File: src/cache_pkg.sv
`default_nettype none

package cache_pkg;

   // data word and byte lanes
   localparam int data_w = 32;
   localparam int n_bytes = 4;

   // word address, shared by host and back-end
   localparam int addr_w = 10;

   // address split: tag | line | word offset
   localparam int word_off_w = 2;
   localparam int line_w = 4;
   localparam int tag_w = addr_w - line_w - word_off_w;

   // write buffer holds 2**wtb_depth_w entries
   localparam int wtb_depth_w = 2;

   // one pending write on its way to the back-end
   typedef struct packed {
      logic [addr_w-1:0]  addr;
      logic [data_w-1:0]  data;
      logic [n_bytes-1:0] strb;
   } wtb_entry_t;

endpackage

`default_nettype wire

File: src/mem_bus_if.sv
`timescale 1ns/1ns
`default_nettype none

interface mem_bus_if;
   import cache_pkg::*;

   logic               req;
   logic [addr_w-1:0]  addr;
   logic [data_w-1:0]  wdata;
   logic [n_bytes-1:0] wstrb;
   logic [data_w-1:0]  rdata;
   logic               ack;

   // request side
   modport master (
      output req, addr, wdata, wstrb,
      input  rdata, ack
   );

   // memory side
   modport slave (
      input  req, addr, wdata, wstrb,
      output rdata, ack
   );

endinterface

`default_nettype wire

File: src/cache_back_end.sv
`timescale 1ns/1ns
`default_nettype none

module cache_back_end (
   mem_bus_if.slave  wtb,
   mem_bus_if.slave  fill,
   mem_bus_if.master ram
);

   logic sel_fill;

   // fills only start with the buffer drained, so no arbitration is needed
   assign sel_fill = fill.req;

   always_comb begin
      if (sel_fill) begin
         ram.req = fill.req;
         ram.addr = fill.addr;
         ram.wdata = fill.wdata;
         ram.wstrb = fill.wstrb;
      end else begin
         ram.req = wtb.req;
         ram.addr = wtb.addr;
         ram.wdata = wtb.wdata;
         ram.wstrb = wtb.wstrb;
      end
   end

   // ack back to whoever owns the bus
   always_comb begin
      fill.ack = ram.ack & sel_fill;
      wtb.ack = ram.ack & ~sel_fill;
   end

   // read data to both, only the fill side looks at it
   always_comb begin
      fill.rdata = ram.rdata;
      wtb.rdata = ram.rdata;
   end

endmodule

`default_nettype wire

File: src/flat_wrapper.sv
// flat-port wrapper written by rule: the top's interface ports become plain ports
module cache_back_end_flat 
  (wtb_req, wtb_addr, wtb_wdata, wtb_wstrb, wtb_rdata, wtb_ack, fill_req, fill_addr, fill_wdata, fill_wstrb, fill_rdata, fill_ack, ram_req, ram_addr, ram_wdata, ram_wstrb, ram_rdata, ram_ack);
  mem_bus_if wtb_i ();
  mem_bus_if fill_i ();
  mem_bus_if ram_i ();
  input wire logic [$bits(wtb_i.req)-1:0] wtb_req;
  input wire logic [$bits(wtb_i.addr)-1:0] wtb_addr;
  input wire logic [$bits(wtb_i.wdata)-1:0] wtb_wdata;
  input wire logic [$bits(wtb_i.wstrb)-1:0] wtb_wstrb;
  output wire logic [$bits(wtb_i.rdata)-1:0] wtb_rdata;
  output wire logic [$bits(wtb_i.ack)-1:0] wtb_ack;
  input wire logic [$bits(fill_i.req)-1:0] fill_req;
  input wire logic [$bits(fill_i.addr)-1:0] fill_addr;
  input wire logic [$bits(fill_i.wdata)-1:0] fill_wdata;
  input wire logic [$bits(fill_i.wstrb)-1:0] fill_wstrb;
  output wire logic [$bits(fill_i.rdata)-1:0] fill_rdata;
  output wire logic [$bits(fill_i.ack)-1:0] fill_ack;
  output wire logic [$bits(ram_i.req)-1:0] ram_req;
  output wire logic [$bits(ram_i.addr)-1:0] ram_addr;
  output wire logic [$bits(ram_i.wdata)-1:0] ram_wdata;
  output wire logic [$bits(ram_i.wstrb)-1:0] ram_wstrb;
  input wire logic [$bits(ram_i.rdata)-1:0] ram_rdata;
  input wire logic [$bits(ram_i.ack)-1:0] ram_ack;
  assign wtb_i.req = wtb_req;
  assign wtb_i.addr = wtb_addr;
  assign wtb_i.wdata = wtb_wdata;
  assign wtb_i.wstrb = wtb_wstrb;
  assign wtb_rdata = wtb_i.rdata;
  assign wtb_ack = wtb_i.ack;
  assign fill_i.req = fill_req;
  assign fill_i.addr = fill_addr;
  assign fill_i.wdata = fill_wdata;
  assign fill_i.wstrb = fill_wstrb;
  assign fill_rdata = fill_i.rdata;
  assign fill_ack = fill_i.ack;
  assign ram_req = ram_i.req;
  assign ram_addr = ram_i.addr;
  assign ram_wdata = ram_i.wdata;
  assign ram_wstrb = ram_i.wstrb;
  assign ram_i.rdata = ram_rdata;
  assign ram_i.ack = ram_ack;
  cache_back_end u_core (.wtb(wtb_i), .fill(fill_i), .ram(ram_i));
endmodule
File: config.mk
export PLATFORM = sky130hd
export DESIGN_NAME = cache_back_end_flat
export DESIGN_NICKNAME = d
export VERILOG_FILES = /design/src/cache_pkg.sv /design/src/mem_bus_if.sv /design/src/cache_back_end.sv /design/src/flat_wrapper.sv
export SDC_FILE = /design/constraint.sdc
export NUM_CORES = 1
export LEC_CHECK = 0
export BUFFER_PORTS_ARGS = -buffer_cell sky130_fd_sc_hd__buf_4
export CAP_MARGIN = 25
export CORE_AREA = 5 5 90 92
export DETAILED_ROUTE_END_ITERATION = 16
export DIE_AREA = 0 0 95 97
export GPL_TIMING_DRIVEN = 0
export PLACE_DENSITY_LB_ADDON = 0.15
export SLEW_MARGIN = 10
export SYNTH_ARGS = -nofsm -noshare
export SYNTH_HDL_FRONTEND = slang
export SYNTH_SLANG_ARGS = --single-unit
File: constraint.sdc
create_clock -name vclk -period 0.8
set_input_delay 0.04 -clock vclk [all_inputs]
set_output_delay 0.04 -clock vclk [all_outputs]
set_load 0.03 [all_outputs]
==> impl_metrics.py, run 1 <==
metrics = {
    "route": {
        "initialDrtViolationCount": 10,
        "drt_pre_antenna_iters": 2,
        "vias": 1513,
        "drt-wirelength-per-cell_um": 13.5,
        "ant_nets": 0,
        "wirelength_um": 5780,
        "drt-vias-per-instance": 3.54,
        "drc": 0,
    },
    "die": {
        "die_area_um2": 9220,
        "die_w_um": 95,
        "core_um2": 7140,
        "rows": 31,
        "fp.dieH_um": 97,
        "initial_core_util": 0.153,
        "io_pins": 240,
    },
    "timing": {
        "worst_pin_slew_ns": 0.127,
        "slew_violations": 0,
        "rsz0062_at_grt": "false",
        "finalSetupViolCount": 0,
        "fin_crit_sh": 0.980,
        "timing_hold_violations_final": 0,
        "slew-limit-headroom": 0.915,
        "fmax_mhz": 1280,
        "holdWs_ns": 0.296,
        "setup_ws_ns": 0.0158,
        "layout_min_cycle_time_ns": 0.784,
    },
    "global_routing": {
        "grt_pass1_wl_um": 8270,
        "grt_pass1_vias": 1639,
        "grt_antenna_before_repair": 0,
        "met2_usage": 0.212,
        "grt_use_met3": 0.0357,
        "track_usage": 0.109,
        "use_met1": 0.114,
        "grt_max_degree": 11,
        "grt-ovfl-total": 0,
        "grt_busiest_layer": "met2",
    },
    "layout": {
        "nClkBuffers": 0,
        "fillers": 745,
        "final-seq-area_um2": 0,
        "drive_gt1_frac": 0.991,
        "diodes": 0,
        "multi_input_area_um2": 563,
        "area_growth_pct": 164,
        "nFlopsAndLatches": 0,
        "fin_nets": 457,
    },
    "flow_run": {
        "max_cap_viol_count": 0,
    },
    "place": {
        "dp_hpwl_um": 5300,
        "portBuffers": 207,
        "dp_slack_ns": -0.0635,
        "gp_congestion": 0.713,
    },
    "run_status": {
        "status": "completed",
    },
    "pwr": {
        "power.density_nw_per_um2": 790,
        "ir_drop_mv": 0.347,
        "p_clk_frac": 0,
        "swShare": 0.481,
        "p_sw_mw": 1.09,
        "p_leak_nw": 1.59,
        "internal-power_mw": 1.18,
        "p_comb_frac": 1.000,
        "seq_power_share": 0,
    },
    "yosys": {
        "synthTopCellsByArea": "buf_4 46%, mux2_2 40%, mux2_4 9.7%",
        "syn_nets": 245,
        "syn_inst": 118,
        "synth_top_area_share": 0.462,
        "synthTopCellsByCount": "67 x buf_4, 39 x mux2_2, 7 x mux2_4",
        "yosysUniqueCellTypes": 7,
        "avgSynthCellArea_um2": 9.22,
        "ys_warn_count": 0,
        "syn_area_um2": 1090,
        "yosysTopAreaCell": "buf_4",
        "post-synth-top-count-cell": "buf_4",
        "seq_area_frac_synth": 0,
    },
    "worst_setup_path": {
        "crit_path_start": "fill_req",
        "cp.arrival_ns": 0.74,
        "start_kind": "input port",
        "critPathKind": "input port to output pin",
        "crit_fanout": 5,
        "crit_end": "ram_wdata[30]",
        "crit_path_end_kind": "output pin",
        "cp.required_ns": 0.76,
    },
    "worst_hold_path": {
        "hp-class": "input port to output pin",
    },
    "cts": {
        "cts_hold_buf": 0,
    },
}
## power groups by stage
stage	registers [mW]	clock network, mW	logic (mW)
after CTS	0	0	2.28
after global placement	0	0	2.22
after floorplan	0	0	1.29
final	0	0	2.27
after global routing	0	0	2.39
after detailed placement	0	0	2.22
## layout make-up
class / instances / area share
Buffer: 69 / 0.189
Timing Repair Buffer: 210 / 0.572
Multi-Input combinational cell: 49 / 0.196
Tap cell: 99 / 0.0431
## per-layer routing
layer  vias to the layer above  part of all wire
met1                       623              0.32
met4                         0            0.0064
met2                       134              0.52
met3                         4              0.15
li1                        752                 -
met5                         -                 0
## worst max-delay path, stage by stage
cell	delay (ns)
buf_12	0.11
buf_8	0.13
mux2_4	0.29
buf_4	0.17
## metrics by stage
step	std cells	setup TNS (ns)	area [um^2]	utilization	total power [mW]
floorplan	118	0	1090	-	1.29
global route	427	0	2870	0.403	2.39
CTS	427	0	2850	0.400	2.28
detailed placement	424	-0.390	2770	0.388	2.22
global placement	424	-0.435	2770	0.388	2.22
finish	427	0	2870	0.403	2.27
## cell usage in the layout (no fill, tap or decap)
cell type | synthesis | final
or2_1 | 1 | 1
mux2_2 | 39 | 39
buf_12 | 0 | 1
and2_1 | 1 | 1
nor2b_1 | 1 | 1
mux2_4 | 7 | 7
buf_8 | 0 | 2
buf_4 | 67 | 263
buf_16 | 0 | 1
buf_6 | 2 | 12
## worst min-delay path by stage
stage          cells past startpoint           from             to
2_1_floorplan                      1   ram_rdata[0]  fill_rdata[0]
3_3_place_gp                       2   ram_rdata[2]   wtb_rdata[2]
3_5_place_dp                       2  ram_rdata[25]  wtb_rdata[25]
4_1_cts                            2  ram_rdata[25]  wtb_rdata[25]
5_1_grt                            2  ram_rdata[23]  wtb_rdata[23]
6_report                           2  ram_rdata[23]  wtb_rdata[23]
## logic make-up after synthesis
group,Yosys count,share of synthesized area
and+or+nand+nor,3,0.0173
muxes,46,0.500
buffers and inverters,69,0.483
## repair_timing
| item | 4_1_cts | 5_1_grt |
|---|---|---|
| buffers inserted | 2 | 0 |
| cloned | 1 | 0 |
| gates resized for setup | 12 | 6 |
| endpoints found under the setup margin | 7 | 7 |
| pin swaps | 0 | 0 |
Note: power is estimated with default switching activity, not from simulation.
==> inputs of run 2 (changes only) <==
--- a/config.mk
+++ b/config.mk
@@ -11,7 +11,7 @@
 export DETAILED_ROUTE_END_ITERATION = 16
 export DIE_AREA = 0 0 95 97
 export GPL_TIMING_DRIVEN = 0
-export PLACE_DENSITY_LB_ADDON = 0.15
+export PLACE_DENSITY = 0.59
 export SLEW_MARGIN = 10
 export SYNTH_ARGS = -nofsm -noshare
 export SYNTH_HDL_FRONTEND = slang
==> impl_metrics.py, run 2 (synthesized netlist as in run 1, its figures left out) <==
metrics = {
    "run_status": {
        "status": "completed",
    },
    "flow_run": {
        "max_cap_viol_count": 0,
    },
    "cts": {
        "cts_hold_buf": 0,
    },
    "pwr": {
        "p_clk_frac": 0,
        "internal-power_mw": 1.19,
        "ir_drop_mv": 0.364,
        "power.density_nw_per_um2": 793,
        "p_sw_mw": 1.10,
        "swShare": 0.481,
        "p_comb_frac": 1.000,
        "p_leak_nw": 1.60,
        "seq_power_share": 0,
    },
    "place": {
        "dp_hpwl_um": 5410,
        "portBuffers": 207,
        "gp_congestion": 0.715,
        "dp_slack_ns": -0.0966,
    },
    "timing": {
        "fmax_mhz": 1270,
        "setup_ws_ns": 0.0153,
        "tns_ns": 0,
        "finalSetupViolCount": 0,
        "layout_min_cycle_time_ns": 0.785,
        "worst_pin_slew_ns": 0.126,
        "slew_violations": 0,
        "timing_hold_violations_final": 0,
        "slew-limit-headroom": 0.916,
        "rsz0062_at_grt": "true",
        "fin_crit_sh": 0.981,
    },
    "die": {
        "die_w_um": 95,
        "initial_core_util": 0.153,
        "io_pins": 240,
        "core_um2": 7140,
        "die_area_um2": 9220,
        "rows": 31,
        "fp.dieH_um": 97,
    },
    "worst_hold_path": {
        "holdPathEnd": "wtb_rdata[6]",
        "min_path_cells": 2,
        "hp-class": "input port to output pin",
        "hp-start": "ram_rdata[6]",
    },
    "worst_setup_path": {
        "crit_top_cell": "buf_12",
        "cp.arrival_ns": 0.74,
        "crit_path_end_kind": "output pin",
        "critPathKind": "input port to output pin",
        "slowest_delay_ns": 0.29,
        "cpMaxStageDelayCell": "mux2_4",
        "crit_fanout": 5,
        "cp.required_ns": 0.76,
        "crit_chain": "buf_12 > buf_12 > mux2_4 > buf_4",
        "start_kind": "input port",
    },
    "route": {
        "drt_pre_antenna_iters": 4,
        "wirelength_um": 5880,
        "vias": 1542,
        "drt-wirelength-per-cell_um": 13.8,
        "drt-vias-per-instance": 3.61,
        "initialDrtViolationCount": 9,
        "ant_nets": 0,
        "drc": 0,
    },
    "layout": {
        "final_cell_mix": "260 x buf_4, 38 x mux2_2, 15 x buf_6",
        "drive_gt1_frac": 0.991,
        "area_growth_pct": 166,
        "final_util": 0.406,
        "fin_nets": 457,
        "final_common_cell": "buf_4",
        "nClkBuffers": 0,
        "nFlopsAndLatches": 0,
        "diodes": 0,
        "final-seq-area_um2": 0,
    },
    "global_routing": {
        "grt_pass1_wl_um": 8210,
        "grt-ovfl-total": 0,
        "grt_pass1_vias": 1659,
        "grt_max_degree": 11,
        "grt_antenna_before_repair": 0,
        "track_usage": 0.108,
    },
}
[run 2: timing repair]
| action | CTS | global route |
|---|---|---|
| resized for setup | 13 | 10 |
| hold endpoints to repair | 0 | 0 |
| buffers inserted | 2 | 0 |
| setup endpoints to repair | 7 | 11 |
| gates cloned | 1 | 0 |
[run 2: worst max-delay path, delay by kind of cell]
family,cells,cell delay [ns]
muxes,1,0.29
buffers and inverters,3,0.42
[run 2: worst max-delay path by stage]
stage	slack (ns)	end	startpoint
after floorplan	0.01	wtb_ack	fill_req
after global placement	-0.10	ram_wdata[30]	fill_req
after detailed placement	-0.1	ram_wdata[30]	fill_req
after CTS	-0.01	ram_addr[0]	fill_req
after global routing	-0.002	ram_addr[3]	fill_req
final	0.02	ram_wstrb[0]	fill_req
[run 2: area by class of cell]
type	instances	area, um^2
fillers	772	4240
repair buffers	210	1660
plain buffers	69	547
multi-input cells	49	567
well taps	99	124
[run 2: per-stage QoR]
step                hold slack (ns)  std cells  total power, mW  cell area, um^2
floorplan                     0.212        118             1.29             1090
global route                  0.300        427             2.41             2890
CTS                           0.297        427             2.29             2860
finish                        0.296        427             2.29             2890
global placement              0.297        424             2.22             2770
detailed placement            0.297        424             2.23             2770
[run 2: power groups by stage]
stage	Clock, mW	Sequential (mW)	Combinational, mW
finish	0	0	2.29
floorplan	0	0	1.29
CTS	0	0	2.29
detailed placement	0	0	2.23
global route	0	0	2.41
global placement	0	0	2.22
[run 2: routing by layer]
metal / vias up / global-route usage / share of wire
li1: 754 / - / -
met5: - / 0 / 0
met2: 134 / 0.220 / 0.52
met4: 0 / 0 / 0.0020
met3: 2 / 0.0473 / 0.17
met1: 652 / 0.104 / 0.31
==> inputs of run 3 (changes only) <==
--- a/config.mk
+++ b/config.mk
@@ -5,13 +5,14 @@
 export SDC_FILE = /design/constraint.sdc
 export NUM_CORES = 1
 export LEC_CHECK = 0
+export ABC_AREA = 1
 export BUFFER_PORTS_ARGS = -buffer_cell sky130_fd_sc_hd__buf_4
 export CAP_MARGIN = 25
-export CORE_AREA = 5 5 90 92
+export CORE_AREA = 5 5 91 93
 export DETAILED_ROUTE_END_ITERATION = 16
-export DIE_AREA = 0 0 95 97
+export DIE_AREA = 0 0 96 98
 export GPL_TIMING_DRIVEN = 0
-export PLACE_DENSITY = 0.59
+export PLACE_DENSITY = 0.58
 export SLEW_MARGIN = 10
 export SYNTH_ARGS = -nofsm -noshare
 export SYNTH_HDL_FRONTEND = slang
==> impl_metrics.py, run 3 <==
metrics = {
    "run_status": {
        "status": "completed",
    },
    "yosys": {
        "synthTopCellsByCount": "139 x nand2_1, 68 x buf_4, 3 x buf_2, 3 x buf_6, 2 x inv_1",
        "syn_nets": 345,
        "avgSynthCellArea_um2": 5.07,
        "synthTopCellsByArea": "nand2_1 47%, buf_4 46%, buf_6 3.1%",
        "ys_warn_count": 0,
        "post-synth-top-count-cell": "nand2_1",
        "seq_area_frac_synth": 0,
        "syn_area_um2": 1100,
        "yosysUniqueCellTypes": 8,
        "yosysTopAreaCell": "nand2_1",
        "synth_top_area_share": 0.472,
        "syn_inst": 218,
    },
    "worst_setup_path": {
        "cp.required_ns": 0.76,
        "cpMaxStageDelayCell": "buf_4",
        "crit_chain": "buf_6 > inv_6 > buf_6 > nand2_1 > nand2_1 > buf_4",
        "cp_num_buf_inv": 4,
        "slowest_delay_ns": 0.16,
        "crit_fanout": 10,
        "crit_path_end_kind": "output pin",
        "critPathKind": "input port to output pin",
        "start_kind": "input port",
        "critical_path.top_delay_family": "buffers and inverters",
        "cp.arrival_ns": 0.71,
    },
    "timing": {
        "finalSetupViolCount": 0,
        "slew-limit-headroom": 0.875,
        "timing_hold_violations_final": 0,
        "layout_min_cycle_time_ns": 0.748,
        "slew_violations": 0,
        "rsz0062_at_grt": "true",
        "fmax_mhz": 1340,
        "fin_crit_sh": 0.935,
        "holdWs_ns": 0.296,
        "worst_pin_slew_ns": 0.187,
    },
    "place": {
        "placed_cells": 527,
        "portBuffers": 207,
        "dpl_cell_area_um2": 2790,
        "gp_congestion": 0.736,
        "dp_hpwl_um": 5740,
    },
    "cts": {
        "cts_hold_buf": 0,
    },
    "die": {
        "io_pins": 240,
        "die_w_um": 96,
        "core_um2": 7450,
        "fp.dieH_um": 98,
        "initial_core_util": 0.148,
        "die_area_um2": 9410,
        "rows": 32,
    },
    "pwr": {
        "p_sw_mw": 1.18,
        "swShare": 0.525,
        "seq_power_share": 0,
        "internal-power_mw": 1.07,
        "p_clk_frac": 0,
        "power.density_nw_per_um2": 788,
        "ir_drop_mv": 0.370,
        "p_comb_frac": 1.000,
        "p_leak_nw": 1.81,
    },
    "global_routing": {
        "track_usage": 0.116,
        "grt_pass1_vias": 1954,
        "grt_antenna_before_repair": 0,
        "grt_max_degree": 11,
        "grt-ovfl-total": 0,
        "grt_pass1_wl_um": 9010,
    },
    "route": {
        "drt-wirelength-per-cell_um": 11.9,
        "drt-vias-per-instance": 3.72,
        "initialDrtViolationCount": 21,
        "drt_pre_antenna_iters": 4,
        "wirelength_um": 6320,
        "ant_nets": 0,
        "vias": 1968,
        "drc": 0,
    },
    "layout": {
        "diodes": 0,
        "fin_nets": 556,
        "final_cell_area_um2": 2850,
        "area_growth_pct": 158,
        "drive_gt1_frac": 0.665,
        "final_cells": 529,
        "nClkBuffers": 0,
        "final_common_cell": "buf_4",
        "final_cell_mix": "270 x buf_4, 139 x nand2_1, 7 x buf_6",
        "nFlopsAndLatches": 0,
        "final-seq-area_um2": 0,
    },
    "worst_hold_path": {
        "hp-class": "input port to output pin",
        "hp-start": "ram_rdata[28]",
        "holdPathEnd": "wtb_rdata[28]",
        "min_path_cells": 2,
    },
    "flow_run": {
        "max_cap_viol_count": 0,
    },
}
[run 3: layer usage]
layer / global-route usage / vias to the layer above / part of all wire
li1: - / 996 / -
met4: 0 / 0 / 0
met1: 0.113 / 836 / 0.31
met5: 0 / - / 0
met3: 0.0370 / 0 / 0.15
met2: 0.241 / 136 / 0.53
[run 3: power groups by stage]
| stage | Clock, mW | Sequential [mW] | Combinational, mW |
|---|---|---|---|
| 2_1_floorplan | 0 | 0 | 1.26 |
| 3_3_place_gp | 0 | 0 | 2.22 |
| 3_5_place_dp | 0 | 0 | 2.23 |
| 4_1_cts | 0 | 0 | 2.25 |
| 5_1_grt | 0 | 0 | 2.39 |
| 6_report | 0 | 0 | 2.25 |
[run 3: cells by family after synthesis]
group	Yosys count	synth area share
and+or+nand+nor	141	0.481
buffers and inverters	77	0.519
[run 3: how the worst max path moves through the flow]
stage	from	end	slack [ns]	cells past startpoint
after detailed placement	fill_req	ram_addr[6]	-0.04	6
after global placement	fill_req	ram_addr[6]	-0.04	6
final	fill_req	ram_addr[6]	0.05	6
after global routing	fill_req	ram_wdata[26]	-0.02	6
after CTS	fill_req	ram_wdata[18]	0.01	6
after floorplan	fill_req	wtb_ack	0.03	3
[run 3: repair_timing]
| action | CTS | global route |
|---|---|---|
| endpoints found under the setup margin | 12 | 16 |
| resized for setup | 5 | 5 |
| gates cloned | 0 | 0 |
| buffers inserted | 0 | 2 |
[run 3: final cells by class]
cell class,instances,area (um^2)
Multi-Input combinational cell,141,532
Buffer,74,587
Inverter,3,16.3
Fill cell,808,4600
Timing Repair Buffer,209,1590
Tap cell,102,128
[run 3: per-stage QoR]
step	utilization	TNS, ns	total power [mW]	worst slack, ns
final	0.383	0	2.25	0.0519
after global routing	0.383	-0.0784	2.39	-0.0155
after CTS	0.377	0	2.25	0.0114
after detailed placement	0.374	-0.136	2.23	-0.0378
after global placement	0.374	-0.213	2.22	-0.0442
after floorplan	-	0	1.26	0.0253
