===== src/cache_pkg.sv =====
`default_nettype none

package cache_pkg;

   // data word and byte lanes
   localparam int data_w = 32;
   localparam int n_bytes = 4;

   // word address, shared by host and back-end
   localparam int addr_w = 10;

   // address split: tag | line | word offset
   localparam int word_off_w = 2;
   localparam int line_w = 4;
   localparam int tag_w = addr_w - line_w - word_off_w;

   // write buffer holds 2**wtb_depth_w entries
   localparam int wtb_depth_w = 2;

   // one pending write on its way to the back-end
   typedef struct packed {
      logic [addr_w-1:0]  addr;
      logic [data_w-1:0]  data;
      logic [n_bytes-1:0] strb;
   } wtb_entry_t;

endpackage

`default_nettype wire


===== src/mem_bus_if.sv =====
`timescale 1ns/1ns
`default_nettype none

interface mem_bus_if;
   import cache_pkg::*;

   logic               req;
   logic [addr_w-1:0]  addr;
   logic [data_w-1:0]  wdata;
   logic [n_bytes-1:0] wstrb;
   logic [data_w-1:0]  rdata;
   logic               ack;

   // request side
   modport master (
      output req, addr, wdata, wstrb,
      input  rdata, ack
   );

   // memory side
   modport slave (
      input  req, addr, wdata, wstrb,
      output rdata, ack
   );

endinterface

`default_nettype wire


===== src/write_through_buffer.sv =====
`timescale 1ns/1ns
`default_nettype none

module write_through_buffer (
   input  logic                 clk,
   input  logic                 arst_n,
   input  logic                 push,
   input  cache_pkg::wtb_entry_t push_entry,
   output logic                 full,
   output logic                 empty,
   mem_bus_if.master            bus
);
   import cache_pkg::*;

   wtb_entry_t             fifo [2**wtb_depth_w];
   logic [wtb_depth_w-1:0] wr_ptr;
   logic [wtb_depth_w-1:0] rd_ptr;
   logic [wtb_depth_w:0]   count;
   logic                   do_push;
   logic                   do_pop;
   wtb_entry_t             head;

   assign full = count[wtb_depth_w];
   // an entry stays counted until its drain is acked
   assign empty = (count == '0);

   assign do_push = push & ~full;
   assign do_pop = bus.ack;

   always_ff @(posedge clk) begin
      if (do_push) begin
         fifo[wr_ptr] <= push_entry;
      end
   end

   always_ff @(posedge clk or negedge arst_n) begin
      if (!arst_n) begin
         wr_ptr <= '0;
         rd_ptr <= '0;
         count <= '0;
      end else begin
         if (do_push) begin
            wr_ptr <= wr_ptr + 1'b1;
         end
         if (do_pop) begin
            rd_ptr <= rd_ptr + 1'b1;
         end
         case ({do_push, do_pop})
            2'b10: count <= count + 1'b1;
            2'b01: count <= count - 1'b1;
            default: count <= count;
         endcase
      end
   end

   // head entry goes out as a write while anything is pending
   assign head = fifo[rd_ptr];

   always_comb begin
      bus.req = ~empty;
      bus.addr = head.addr;
      bus.wdata = head.data;
      bus.wstrb = head.strb;
   end

endmodule

`default_nettype wire

===== src/flat_wrapper.sv =====
// flat-port wrapper written by rule: the top's interface ports become plain ports
module write_through_buffer_flat import cache_pkg::*;
  (clk, arst_n, push, push_entry, full, empty, bus_req, bus_addr, bus_wdata, bus_wstrb, bus_rdata, bus_ack);
  mem_bus_if bus_i ();
  input  logic clk;
  input  logic arst_n;
  input  logic push;
  input  cache_pkg::wtb_entry_t push_entry;
  output logic full;
  output logic empty;
  output wire logic [$bits(bus_i.req)-1:0] bus_req;
  output wire logic [$bits(bus_i.addr)-1:0] bus_addr;
  output wire logic [$bits(bus_i.wdata)-1:0] bus_wdata;
  output wire logic [$bits(bus_i.wstrb)-1:0] bus_wstrb;
  input wire logic [$bits(bus_i.rdata)-1:0] bus_rdata;
  input wire logic [$bits(bus_i.ack)-1:0] bus_ack;
  assign bus_req = bus_i.req;
  assign bus_addr = bus_i.addr;
  assign bus_wdata = bus_i.wdata;
  assign bus_wstrb = bus_i.wstrb;
  assign bus_i.rdata = bus_rdata;
  assign bus_i.ack = bus_ack;
  write_through_buffer u_core (.clk(clk), .arst_n(arst_n), .push(push), .push_entry(push_entry), .full(full), .empty(empty), .bus(bus_i));
endmodule

===== config.mk =====
export PLATFORM = sky130hd
export DESIGN_NAME = write_through_buffer_flat
export DESIGN_NICKNAME = d
export VERILOG_FILES = /design/src/cache_pkg.sv /design/src/mem_bus_if.sv /design/src/write_through_buffer.sv /design/src/flat_wrapper.sv
export SDC_FILE = /design/constraint.sdc
export NUM_CORES = 1
export LEC_CHECK = 0
export BUFFER_PORTS_ARGS = -buffer_cell sky130_fd_sc_hd__buf_2
export CAP_MARGIN = 10
export CORE_UTILIZATION = 45
export CTS_BUF_LIST = sky130_fd_sc_hd__clkbuf_8
export DETAILED_ROUTE_END_ITERATION = 10
export PLACE_DENSITY = 0.72
export SYNTH_ARGS = -nofsm -noshare
export SYNTH_HDL_FRONTEND = slang
export SYNTH_SLANG_ARGS = --single-unit

===== constraint.sdc =====
create_clock -name clk -period 2.7 [get_ports clk]
set_input_delay 0.135 -clock clk [delete_from_list [all_inputs] [get_ports clk]]
set_output_delay 0.135 -clock clk [all_outputs]
set_load 0.05 [all_outputs]

==> summary.txt, run 1 <==
LOGIC SYNTHESIS
----------------------------------------------------------------------------------------------------
Count of mapped cells out of synthesis ................................................          279
Synthesis-stage register bit count ....................................................          191
Share of Yosys cell area claimed by the top area cell type ............................        78.5%
Average size of a mapped cell .........................................................    25.2 um^2
Total nets after synthesis ............................................................          367
Fraction of the yosys area taken by sequential cells ..................................        81.0%
YS warnings ...........................................................................            0
Synth Cell Area .......................................................................    7040 um^2
Most area-consuming cells after synthesis ............................................. edfxtp_1, mux4_2, dfrtp_1, ha_1, buf_6
Count of different cell masters after synthesis .......................................           18
Area leader, netlist ..................................................................     edfxtp_1

DETAILED ROUTING
----------------------------------------------------------------------------------------------------
Initial drt markers ...................................................................          123
Count of unresolved DRC violations after routing ......................................            0
Post-detailed-route count of antenna-violating nets ...................................            0
Detailed-router iteration count before antenna repair .................................            4
Via Count .............................................................................        3,314
Per-cell routed wire length ...........................................................      17.1 um
Number of vias per cell ...............................................................         4.98
Total routed wirelength ...............................................................    11,400 um

PLACE
----------------------------------------------------------------------------------------------------
HPWL after detailed placement .........................................................      6510 um
Number of I/O port buffers ............................................................           98
Global placement routability congestion ...............................................        0.720
Worst setup timing slack at the placement stage .......................................       770 ps

SETUP PATH
----------------------------------------------------------------------------------------------------
Path depth of the worst reg2reg path ..................................................            8
Data required time at the worst endpoint ..............................................      2570 ps
Source of the worst register-to-register timing path .................................. u_core.count[2]$_DFFE_PN0P_
Maximum fanout count along the critical path ..........................................           17
Worst R2R Setup Slack .................................................................       790 ps
Arrival time of data at the critical path endpoint ....................................      2130 ps
Top delay family on crit path .........................................................   flip-flops
Startpoint kind of the worst setup timing path ........................................         flop
Startpoint-to-endpoint class of the critical path .....................................   reg -> out
Worst path slowest cell ...............................................................      dfrtp_4
Largest incremental delay on the critical path ........................................       650 ps
Cell Chain, Critical Path ............................................................. buf_12, mux4_2, buf_2
Buf+Inv Stages, Crit Path .............................................................            2
End of the worst register-to-register path ............................................ u_core.count[2]$_DFFE_PN0P_
Sort of element at the end of the critical path ....................................... primary output

CTS
----------------------------------------------------------------------------------------------------
H-tree levels .........................................................................            4
CTS buffer count ......................................................................           17
CTS tree ..............................................................................         done
Clock insertion delay at the later pin of the skew report .............................       460 ps
Clock Path Buffers ....................................................................            2
Clock Sink Count ......................................................................          191
Clock-pin slew reported for the worst setup and hold paths after clock tree synthesis .        90 ps
Number of post-CTS setup repair buffers ...............................................            0
Clk Tree Root Cell ....................................................................     clkbuf_8
Quantity of gates resized following cts ...............................................            0

TIMING
----------------------------------------------------------------------------------------------------
Setup repair after global routing missed its margin ...................................           no
TNS Setup .............................................................................         0 ps
Worst path setup slack after routing ..................................................       435 ps
Max frequency .........................................................................      441 MHz
Worst-case headroom to the max-slew limit .............................................        67.6%
Worst clock skew ......................................................................      12.2 ps
Actual transition at the worst max-transition pin .....................................       485 ps
Shortest period the worst path allows .................................................      2270 ps
Number of slew-limit violations in the final report ...................................            0
Setup-failing EPs final ...............................................................            0
Period Utilization, post-route ........................................................        83.9%
Hold Fails Final Rpt ..................................................................            0

LAYOUT
----------------------------------------------------------------------------------------------------
Multi-input gate area .................................................................    1240 um^2
Fillers ...............................................................................        1,150
P&R area growth vs syn ................................................................        24.2%
Share of final-layout standard cells stronger than drive strength 1 ...................        41.1%
Number of diodes added for antenna fixing .............................................            0
Nets ..................................................................................          530
Total area of sequential cells ........................................................    5710 um^2

RUN STATUS
----------------------------------------------------------------------------------------------------
Run status ............................................................................ complete, no violations

GLOBAL ROUTE
----------------------------------------------------------------------------------------------------
All-Layer GR Usage ....................................................................        15.3%
Largest net degree at the start of global routing .....................................           47
Antenna violations before repair ......................................................            0
Wire length of the first global-routing pass ..........................................    17,600 um
Number of global-route vias before repair .............................................        3,308
GR Overflow Total .....................................................................            0

FLOW RUN
----------------------------------------------------------------------------------------------------
Maximum Capacitance Violations ........................................................            0

DIE
----------------------------------------------------------------------------------------------------
Initial Utilization ...................................................................        46.1%
Y dimension of the die ................................................................       127 um
I/O Pins ..............................................................................          131
Die footprint .........................................................................  16,100 um^2
Standard cell core area ...............................................................  15,300 um^2
Row count .............................................................................           45
Die X-Extent ..........................................................................       127 um

PWR
----------------------------------------------------------------------------------------------------
Power per unit of standard cell area .................................................. 1100 nW/um^2
Peak ir drop on the vdd network .......................................................   0.000726 V
Total leakage power ...................................................................      3.04 nW

WORST HOLD PATH
----------------------------------------------------------------------------------------------------
Worst min-delay path class ............................................................  in -> async

-- timing repair --
action | in CTS | in global routing
hold buffers | 48 | 0
hold endpoints to repair | 193 | 0
setup endpoints to repair | 0 | 0
-- power by group --
group | total (mW) | switching [mW] | leakage [nW] | internal (mW)
sequential | 3.94 | 0.218 | 1.75 | 3.73
combinational | 3.82 | 2.57 | 1.07 | 1.25
clock | 1.83 | 0.903 | 0.214 | 0.925
total | 9.59 | 3.69 | 3.04 | 5.90
-- metal layers --
metal | share of wire (%) | track usage (%) | up-vias | wire (um)
met5 | 0 | 0 | - | 0
met4 | 1.7 | 7.14 | 0 | 193
met3 | 4.5 | 4.23 | 14 | 512
met2 | 50 | 25.0 | 90 | 5710
met1 | 44 | 19.2 | 1719 | 4990
li1 | - | - | 1491 | -
-- kinds of logic after synthesis --
logic type               count (synthesis)  synth area share, %
multiplexers                            46                 14.7
AND/OR/NAND/NOR                         10                0.747
flip-flops                             191                 81.0
XOR/XNOR                                 6                0.747
AO/OA/AOI/OAI                            2                0.142
adder cells (fa/ha/maj)                  6                 1.17
buffers and inverters                   18                 1.46
-- registers in the layout, summed over array words and instances (netlist names) --
| name | count |
|---|---|
| u_core.count | 3 |
| u_core.fifo | 184 |
| u_core.rd_ptr | 2 |
| u_core.wr_ptr | 2 |
-- worst max path at each step --
| stage | from | to | slack (ps) | depth (start not counted) |
|---|---|---|---|---|
| final | u_core.rd_ptr[0]$_DFFE_PN0P_ | bus_wdata[21] | 430 | 3 |
| after global routing | u_core.rd_ptr[0]$_DFFE_PN0P_ | bus_wdata[21] | 300 | 3 |
| after CTS | u_core.rd_ptr[0]$_DFFE_PN0P_ | bus_wdata[21] | 360 | 3 |
| after detailed placement | u_core.count[2]$_DFFE_PN0P_ | u_core.count[1]$_DFFE_PN0P_ | 770 | 6 |
| after global placement | u_core.rd_ptr[0]$_DFFE_PN0P_ | bus_wdata[21] | 880 | 3 |
| after floorplan | u_core.count[2]$_DFFE_PN0P_ | u_core.fifo[0][0]$_DFFE_PP_ | 180 | 3 |
-- cell type report --
| cell class | count | share of cell area [%] |
|---|---|---|
| clock buffer | 18 | 2.84 |
| sequential | 191 | 65.3 |
| timing repair buffer | 155 | 12.6 |
| clock inverter | 14 | 1.76 |
| inverter | 7 | 0.301 |
| tap | 211 | 3.02 |
| multi-input combinational | 70 | 14.2 |
-- placed cells by master (no fill, tap or decap) --
cell type      count
edfxtp_1         184
buf_2             98
dlygate4sd3_1     48
mux4_2            46
clkbuf_8          18
inv_1             10
ha_1               5
buf_12             5
dfrtp_1            5
and2_2             4
buf_4              4
xor2_1             3
xnor2_1            3
nand2_1            3
clkinv_2           3
bufinv_16          3
clkinv_4           3
o21ai_0            2
or3_1              1
nor2b_1            1
nor2_1             1
fa_1               1
clkinvlp_4         1
clkinv_1           1
dfrtp_4            1
dfrtp_2            1
-- metrics by stage --
stage	hold slack (ps)	instances	power (mW)	utilization [%]	instance area (um^2)
floorplan	-161	279	6.97	-	7040
global placement	-25.7	586	7.80	51.5	7860
detailed placement	-18.1	586	7.85	51.5	7860
CTS	2.32	666	9.72	57.3	8740
global route	24.3	666	9.98	57.3	8740
finish	49.5	666	9.59	57.3	8740
-- synthesized netlist by cell type (all sizes together) --
master	n
and2	4
buf	9
clkbuf	2
dfrtp	7
edfxtp	184
fa	1
ha	5
inv	7
mux4	46
nand2	3
nor2	1
nor2b	1
o21ai	2
or3	1
xnor2	3
xor2	3
(Power assumes the default switching activity.)
==> run 2: changes to the inputs <==
- ABC_AREA: not set -> 1
- PLACE_DENSITY: 0.72 -> 0.71
- clock period: 2.7 -> 2.25 ns (I/O delays scaled with it)
==> run 2 against run 1 <==
  * Worst setup slack got worse by 220 ps
  * Via count rose by 44%
  * Sequential share of layout area fell by 6.5 points
  * Worst hold slack improved by 350 ps
  * Critical path type unchanged
  * Largest power group is now combinational cells
==> summary.txt, run 2 <==
LOGIC SYNTHESIS
----------------------------------------------------------------------------------------------------
Synthesis-stage register bit count ....................................................          191   unchanged
Count of mapped cells out of synthesis ................................................          585   +110%
Count of different cell masters after synthesis .......................................           23   +5
Fraction of registers with async set or reset after synthesis .........................        3.66%   unchanged
Commonest cells in the netlist ........................................................ edfxtp_1, nand2_1, inv_1, o211ai_2, o211ai_1
Share of Yosys cell area claimed by the top area cell type ............................        68.2%   -10 points
Number of enable flip-flop cells after synthesis ......................................          184   unchanged
Area leader, netlist ..................................................................     edfxtp_1
YS warnings ...........................................................................            0   unchanged
Most area-consuming cells after synthesis ............................................. edfxtp_1, o211ai_2, nand2_1, inv_1, o211ai_1
Cell with the most instances after synthesis ..........................................     edfxtp_1
Fraction of the yosys area taken by sequential cells ..................................        70.4%   -11 points
Top flip-flop cell by instance count after synthesis ..................................     edfxtp_1
Synth Cell Area .......................................................................    8100 um^2   +15%
Total nets after synthesis ............................................................          673   +83%
Average size of a mapped cell .........................................................    13.9 um^2   -45%

PLACE
----------------------------------------------------------------------------------------------------
Area after detailed placement .........................................................    8830 um^2   +12%
Worst setup timing slack at the placement stage .......................................       303 ps   -467 ps
Number of I/O port buffers ............................................................           98   unchanged
Placed Cells ..........................................................................          894   +53%
HPWL after detailed placement .........................................................      9310 um   +43%
Global placement routability congestion ...............................................        0.769   +6.8%

LAYOUT
----------------------------------------------------------------------------------------------------
Top library cells by usage in the layout, fill and taps aside ......................... edfxtp_1, nand2_1, inv_1
Post-layout utilization of the core ...................................................        55.7%   -1.6 points
Nets ..................................................................................          826   +56%
Most common library cell in the layout ignoring fill and taps .........................     edfxtp_1
Reg with most FFs .....................................................................  u_core.fifo
P&R area growth vs syn ................................................................        19.7%
Number of diodes added for antenna fixing .............................................            0   unchanged
Registers with the most flip-flops .................................................... u_core.fifo (184), u_core.count (3)
Flip-flop count of the largest register, all copies and words added ...................          184   unchanged
Final standard cell area without fillers ..............................................    9700 um^2   +11%
Share of final-layout standard cells stronger than drive strength 1 ...................        29.9%   -11 points
Final Instance Count excl. Fillers ....................................................          975   +46%

CTS
----------------------------------------------------------------------------------------------------
Clk Tree Root Cell ....................................................................     clkbuf_8
Clock Sink Count ......................................................................          191   unchanged
H-tree levels .........................................................................            4   unchanged
CTS buffer count ......................................................................           17   unchanged
Clock insertion delay at the later pin of the skew report .............................       450 ps   about the same
Clock Path Buffers ....................................................................            2   unchanged
Quantity of gates resized following cts ...............................................            0   unchanged
Clock-pin slew reported for the worst setup and hold paths after clock tree synthesis .        90 ps   about the same
CTS tree ..............................................................................         done

PWR
----------------------------------------------------------------------------------------------------
Power dissipated by switching net loads ...............................................      6.34 mW   +72%
Power per unit of standard cell area .................................................. 1400 nW/um^2   +27%
Internal cell power ...................................................................      7.21 mW   +22%
Switching share of power ..............................................................        46.8%   +8.3 points
Reg power frac ........................................................................        35.3%   -5.8 points
Total leakage power ...................................................................      3.93 nW   +29%
Power share of the clock group ........................................................        15.5%   -3.6 points
Design Power ..........................................................................      13.5 mW   +41%
Logic pwr share .......................................................................        49.2%   +9.4 points
Peak ir drop on the vdd network .......................................................   0.000858 V   +18%

GLOBAL ROUTE
----------------------------------------------------------------------------------------------------
Met3 global-route usage ...............................................................        4.36%   +0.13 points
Met2 GRT Util .........................................................................        30.6%   +5.6 points
GR Overflow Total .....................................................................            0   unchanged
Number of global-route vias before repair .............................................        4,852   +47%
Layer with the highest usage after global routing .....................................         met2
Antenna violations before repair ......................................................            0   unchanged
Met1 capacity usage during global routing .............................................        20.2%   +0.94 points
All-Layer GR Usage ....................................................................        17.4%   +2.0 points
Wire length of the first global-routing pass ..........................................    23,800 um   +35%
Largest net degree at the start of global routing .....................................           49   +4.3%

WORST HOLD PATH
----------------------------------------------------------------------------------------------------
Worst min-delay path class ............................................................    in -> reg
Worst Hold Path EP .................................................................... u_core.fifo[1][31]$_DFFE_PP_
Instance count along the most critical hold path ......................................            2
Hold Crit Start ....................................................................... push_entry[31]

DIE
----------------------------------------------------------------------------------------------------
Row count .............................................................................           48   +6.7%
Y dimension of the die ................................................................       136 um   +7.2%
Die X-Extent ..........................................................................       136 um   +7.2%
Standard cell core area ...............................................................  17,400 um^2   +14%
I/O Pins ..............................................................................          131   unchanged
Die footprint .........................................................................  18,500 um^2   +15%
Initial Utilization ...................................................................        46.5%   +0.41 points

SETUP PATH
----------------------------------------------------------------------------------------------------
Startpoint-to-endpoint class of the critical path .....................................   reg -> out
Sort of element at the end of the critical path ....................................... primary output
Worst R2R Setup Slack .................................................................       290 ps   -500 ps
Arrival time of data at the critical path endpoint ....................................      1920 ps   -210 ps
End of the worst register-to-register path ............................................ u_core.count[2]$_DFFE_PN0P_
Startpoint kind of the worst setup timing path ........................................         flop
Maximum fanout count along the critical path ..........................................           21   +4
Source of the worst register-to-register timing path .................................. u_core.count[2]$_DFFE_PN0P_
Path depth of the worst reg2reg path ..................................................            9   +1
Data required time at the worst endpoint ..............................................      2140 ps   -430 ps

TIMING
----------------------------------------------------------------------------------------------------
Period Utilization, post-route ........................................................        90.4%
Setup repair after global routing missed its margin ...................................           no
Number of slew-limit violations in the final report ...................................            0   unchanged
Worst-case headroom to the max-slew limit .............................................        67.1%   -0.43 points
Setup-failing EPs final ...............................................................            0   unchanged
Worst path setup slack after routing ..................................................       216 ps   -219 ps
Max frequency .........................................................................      492 MHz
Shortest period the worst path allows .................................................      2030 ps
Actual transition at the worst max-transition pin .....................................       493 ps   +7.42 ps
Worst clock skew ......................................................................      6.88 ps   -5.30 ps
Hold Fails Final Rpt ..................................................................            0   unchanged

FLOW RUN
----------------------------------------------------------------------------------------------------
Maximum Capacitance Violations ........................................................            0   unchanged

DETAILED ROUTING
----------------------------------------------------------------------------------------------------
Total routed wirelength ...............................................................    15,500 um   +36%
Number of vias per cell ...............................................................         4.90   -1.5%
Via Count .............................................................................        4,780   +44%
Per-cell routed wire length ...........................................................      15.9 um   -7.0%
Count of unresolved DRC violations after routing ......................................            0   unchanged
Post-detailed-route count of antenna-violating nets ...................................            0   unchanged
Initial drt markers ...................................................................          302   +150%
Detailed-router iteration count before antenna repair .................................            4   unchanged

RUN STATUS
----------------------------------------------------------------------------------------------------
Run status ............................................................................ complete, no violations

==> run 2: cell types whose count changed after synthesis, sizes merged, moves of 2 or more <==
cell / before / now
and2: 4 / 0
buf: 9 / 28
inv: 7 / 106
mux4: 46 / 0
nand2: 3 / 145
nand3: 0 / 2
nor2: 1 / 5
o211ai: 0 / 92
xnor2: 3 / 1
==> run 2: worst max-delay path by stage <==
stage | startpoint | end | slack (ps)
after detailed placement | u_core.count[2]$_DFFE_PN0P_ | u_core.count[2]$_DFFE_PN0P_ | 300
after global routing | u_core.rd_ptr[1]$_DFFE_PN0P_ | bus_wdata[20] | 90
after floorplan | u_core.count[2]$_DFFE_PN0P_ | u_core.fifo[0][0]$_DFFE_PP_ | -320
after global placement | u_core.count[2]$_DFFE_PN0P_ | u_core.count[2]$_DFFE_PN0P_ | 410
after CTS | u_core.rd_ptr[0]$_DFFE_PN0P_ | bus_addr[2] | 50
final | u_core.rd_ptr[1]$_DFFE_PN0P_ | bus_wdata[20] | 220
==> run 2: cell type report <==
cell class	instances	area, um^2
Sequential cell	191	5710
Multi-Input combinational cell	257	1740
Clock inverter	14	135
Inverter	106	398
Fill cell	1395	7710
Tap cell	225	282
Clock buffer	17	234
Timing Repair Buffer	165	1210
==> run 2: per-stage QoR <==
step / hold WS [ps] / TNS (ps)
after floorplan: -183 / -59350
after global placement: -47.8 / 0
after detailed placement: -48.0 / 0
after CTS: 362 / 0
after global routing: 381 / 0
final: 403 / 0
==> run 2: logic make-up after synthesis <==
logic type                 after synthesis  share of synthesized area [%]
xor gates and xnor gates                 4                          0.432
adders and majority gates                6                           1.02
AOI/OAI and AO/OA                       94                           12.0
and+or+nand+nor                        153                           7.64
buffers and inverters                  137                           8.57
DFF                                    191                           70.4
==> run 2: power groups by stage <==
| stage | combinational, mW | sequential, mW | clock [mW] |
|---|---|---|---|
| after CTS | 6.67 | 4.83 | 2.15 |
| final | 6.66 | 4.79 | 2.09 |
| after floorplan | 5.27 | 4.80 | 0 |
| after global placement | 6.40 | 4.87 | 0 |
| after global routing | 7.12 | 4.83 | 2.27 |
| after detailed placement | 6.59 | 4.91 | 0 |
==> run 2: critical path, cell delays in order, from the launching register on <==
cell      delay, ps
dfrtp_2         440
inv_2           290
buf_12          220
o211ai_1        110
nand2_1         120
buf_2           280
==> run 2: routing by layer <==
metal	share of wire (%)	vias up	routed length (um)
li1	-	2318	-
met5	0	-	0
met4	1.6	0	244
met2	51	107	7930
met1	43	2333	6630
met3	4.6	22	717
==> run 2: what timing repair did <==
item                                    CTS  global route
hold endpoints to repair                193             0
endpoints found under the setup margin    0             4
hold buffers                             49             0
buffers inserted                          0             1
==> run 3: changes to the inputs <==
- CORE_ASPECT_RATIO: not set -> 0.7
- SLEW_MARGIN: not set -> 20
==> run 3 against run 2 <==
  * Global-route usage shrank 0.14 points
  * Critical endpoint is now bus_wdata[1]
  * Critical path type unchanged
  * Via count is 0.86% lower
  * Final area down 0.44%
  * Combinational power is 2% lower
  * Final cell count grew 0.62%
  * Clock power fell by 6%
  * Clock skew rose by 9.0 ps
  * Sequential cell count unchanged
  * Sequential share of layout area up 0.26 points
  * Largest power group unchanged
  * Routed wire length decreased by 2.2%
==> summary.txt, run 3 (synthesized netlist as in run 2, its figures left out) <==
GLOBAL ROUTE
----------------------------------------------------------------------------------------------------
Number of global-route vias before repair .............................................        4,778   -1.5%
All-Layer GR Usage ....................................................................        17.2%   -0.14 points
Largest net degree at the start of global routing .....................................           41   -16%
Antenna violations before repair ......................................................            0   unchanged
GR Overflow Total .....................................................................            0   unchanged
Wire length of the first global-routing pass ..........................................    23,700 um   -0.55%

SETUP PATH
----------------------------------------------------------------------------------------------------
Arrival time of data at the critical path endpoint ....................................      1990 ps   +70 ps
Worst path slowest cell ...............................................................        buf_4
Data required time at the worst endpoint ..............................................      2140 ps   about the same
Cell Chain, Critical Path ............................................................. buf_4, o211ai_2, nand2_1, buf_2
Startpoint kind of the worst setup timing path ........................................         flop
Largest incremental delay on the critical path ........................................       540 ps   +100 ps
Buf+Inv Stages, Crit Path .............................................................            2   -1
Sort of element at the end of the critical path ....................................... primary output
Maximum fanout count along the critical path ..........................................           35   +67%
Startpoint-to-endpoint class of the critical path .....................................   reg -> out
Top delay family on crit path ......................................................... buffers and inverters

TIMING
----------------------------------------------------------------------------------------------------
Worst path setup slack after routing ..................................................       150 ps   -66.0 ps
Number of slew-limit violations in the final report ...................................            0   unchanged
Setup-failing EPs final ...............................................................            0   unchanged
Worst clock skew ......................................................................      15.9 ps   +9.03 ps
Shortest period the worst path allows .................................................      2100 ps   +66.0 ps
Setup repair after global routing missed its margin ...................................           no
Hold Fails Final Rpt ..................................................................            0   unchanged
Actual transition at the worst max-transition pin .....................................       654 ps   +161 ps
Max frequency .........................................................................      476 MHz   -3.1%
Worst-case hold slack .................................................................       330 ps   -73.0 ps
Period Utilization, post-route ........................................................        93.3%   +2.9 points
Worst-case headroom to the max-slew limit .............................................        56.4%   -11 points
TNS Setup .............................................................................         0 ps   unchanged

PWR
----------------------------------------------------------------------------------------------------
Power per unit of standard cell area .................................................. 1380 nW/um^2   -1.3%
Peak ir drop on the vdd network .......................................................   0.000897 V   +4.5%
Total leakage power ...................................................................      3.93 nW   -0.14%

LAYOUT
----------------------------------------------------------------------------------------------------
P&R area growth vs syn ................................................................        19.2%
Reg with most FFs .....................................................................  u_core.fifo
Flip-flop count of the largest register, all copies and words added ...................          184   unchanged
Fillers ...............................................................................        1,373   -1.6%
Share of final-layout standard cells stronger than drive strength 1 ...................        28.9%   -0.93 points
Number of diodes added for antenna fixing .............................................            0   unchanged
Final standard cell area without fillers ..............................................    9660 um^2   -0.44%
Nets ..................................................................................          826   unchanged
Top library cells by usage in the layout, fill and taps aside ......................... edfxtp_1, nand2_1, inv_1
Registers with the most flip-flops .................................................... u_core.fifo (184), u_core.count (3)
Most common library cell in the layout ignoring fill and taps .........................     edfxtp_1
Final Instance Count excl. Fillers ....................................................          981   +0.62%

DIE
----------------------------------------------------------------------------------------------------
Standard cell core area ...............................................................  17,400 um^2   -0.29%
Die X-Extent ..........................................................................       162 um   +19%
Die footprint .........................................................................  18,600 um^2   about the same
I/O Pins ..............................................................................          131   unchanged
Row count .............................................................................           40   -17%
Y dimension of the die ................................................................       114 um   -16%
Initial Utilization ...................................................................        46.7%   +0.13 points

PLACE
----------------------------------------------------------------------------------------------------
Global placement routability congestion ...............................................        0.743   -3.3%
Area after detailed placement .........................................................    8820 um^2   about the same
Number of I/O port buffers ............................................................           98   unchanged
Worst setup timing slack at the placement stage .......................................       305 ps   +1.91 ps
HPWL after detailed placement .........................................................      9150 um   -1.8%
Placed Cells ..........................................................................          900   +0.67%

CTS
----------------------------------------------------------------------------------------------------
Clock Sink Count ......................................................................          191   unchanged
CTS buffer count ......................................................................           17   unchanged
Quantity of gates resized following cts ...............................................            0   unchanged
Clock insertion delay at the later pin of the skew report .............................       460 ps   about the same
H-tree levels .........................................................................            4   unchanged
CTS tree ..............................................................................         done
Hold buffer count at cts ..............................................................           50   +2.0%
Clock Path Buffers ....................................................................            2   unchanged
Clk Tree Root Cell ....................................................................     clkbuf_8
Clock-pin slew reported for the worst setup and hold paths after clock tree synthesis .        90 ps   about the same
Number of post-CTS setup repair buffers ...............................................            0   unchanged

RUN STATUS
----------------------------------------------------------------------------------------------------
Run status ............................................................................ complete, no violations

DETAILED ROUTING
----------------------------------------------------------------------------------------------------
Per-cell routed wire length ...........................................................      15.5 um   -2.8%
Detailed-router iteration count before antenna repair .................................            4   unchanged
Via Count .............................................................................        4,739   -0.86%
Initial drt markers ...................................................................          256   -15%
Post-detailed-route count of antenna-violating nets ...................................            0   unchanged
Count of unresolved DRC violations after routing ......................................            0   unchanged
Number of vias per cell ...............................................................         4.83   -1.5%
Total routed wirelength ...............................................................    15,200 um   -2.2%

WORST HOLD PATH
----------------------------------------------------------------------------------------------------
Worst min-delay path class ............................................................    in -> reg

FLOW RUN
----------------------------------------------------------------------------------------------------
Maximum Capacitance Violations ........................................................            0   unchanged

[run 3: cell types whose count changed in the layout (fill, tap and decap cells not counted), sizes merged]
cell / before / now
buf: 116 / 115
clkinvlp: 3 / 1
dlygate4sd3: 49 / 50
inv: 111 / 112
clkinv: 5 / 6
[run 3: path summary, 6_finish.rpt]
| check | slack (ps) | cells past startpoint | to | startpoint |
|---|---|---|---|---|
| worst max-delay path | 150 | 4 | bus_wdata[1] | u_core.rd_ptr[1]$_DFFE_PN0P_ |
| worst min-delay path | 330 | 3 | u_core.wr_ptr[1]$_DFFE_PN0P_ | push |
| worst max register to register | 240 | 9 | u_core.count[2]$_DFFE_PN0P_ | u_core.count[2]$_DFFE_PN0P_ |
| worst min register to register | 500 | 1 | u_core.count[0]$_DFFE_PN0P_ | u_core.count[0]$_DFFE_PN0P_ |
| max in group asynchronous | 820 | 4 | u_core.rd_ptr[0]$_DFFE_PN0P_ | arst_n |
| min in group asynchronous | 550 | 3 | u_core.rd_ptr[1]$_DFFE_PN0P_ | arst_n |
[run 3: cell type report]
class / count / area, um^2 / area share, %
flip-flops and latches: 191 / 5710 / 59.1
clock inverters: 14 / 101 / 1.05
inverters: 106 / 398 / 4.12
repair buffers: 165 / 1190 / 12.4
clock buffers: 17 / 234 / 2.42
multi-input cells: 257 / 1740 / 18.0
well taps: 231 / 289 / 2.99
[run 3: per-stage QoR]
| step | utilization, % | power [mW] |
|---|---|---|
| after global placement | 50.8 | 11.2 |
| final | 55.6 | 13.3 |
| after CTS | 55.6 | 13.5 |
| after detailed placement | 50.8 | 11.4 |
| after floorplan | - | 10.1 |
| after global routing | 55.6 | 14.0 |
[run 3: power by group]
part / switching [mW] / internal, mW / leakage (nW) / total (mW)
sequential: 0.264 / 4.54 / 1.76 / 4.81
combinational: 4.83 / 1.72 / 1.99 / 6.55
clock: 1.11 / 0.849 / 0.183 / 1.96
total: 6.20 / 7.11 / 3.93 / 13.3
[run 3: metal layers]
layer	track usage, %	routed length, um
met5	0	0
met4	4.97	154
met3	4.67	689
met2	30.3	7520
met1	20.8	6810
[run 3: worst min-delay path: stages]
cell and delay, ps:
buf_2 100, nand2_1 400, a21oi_1 140
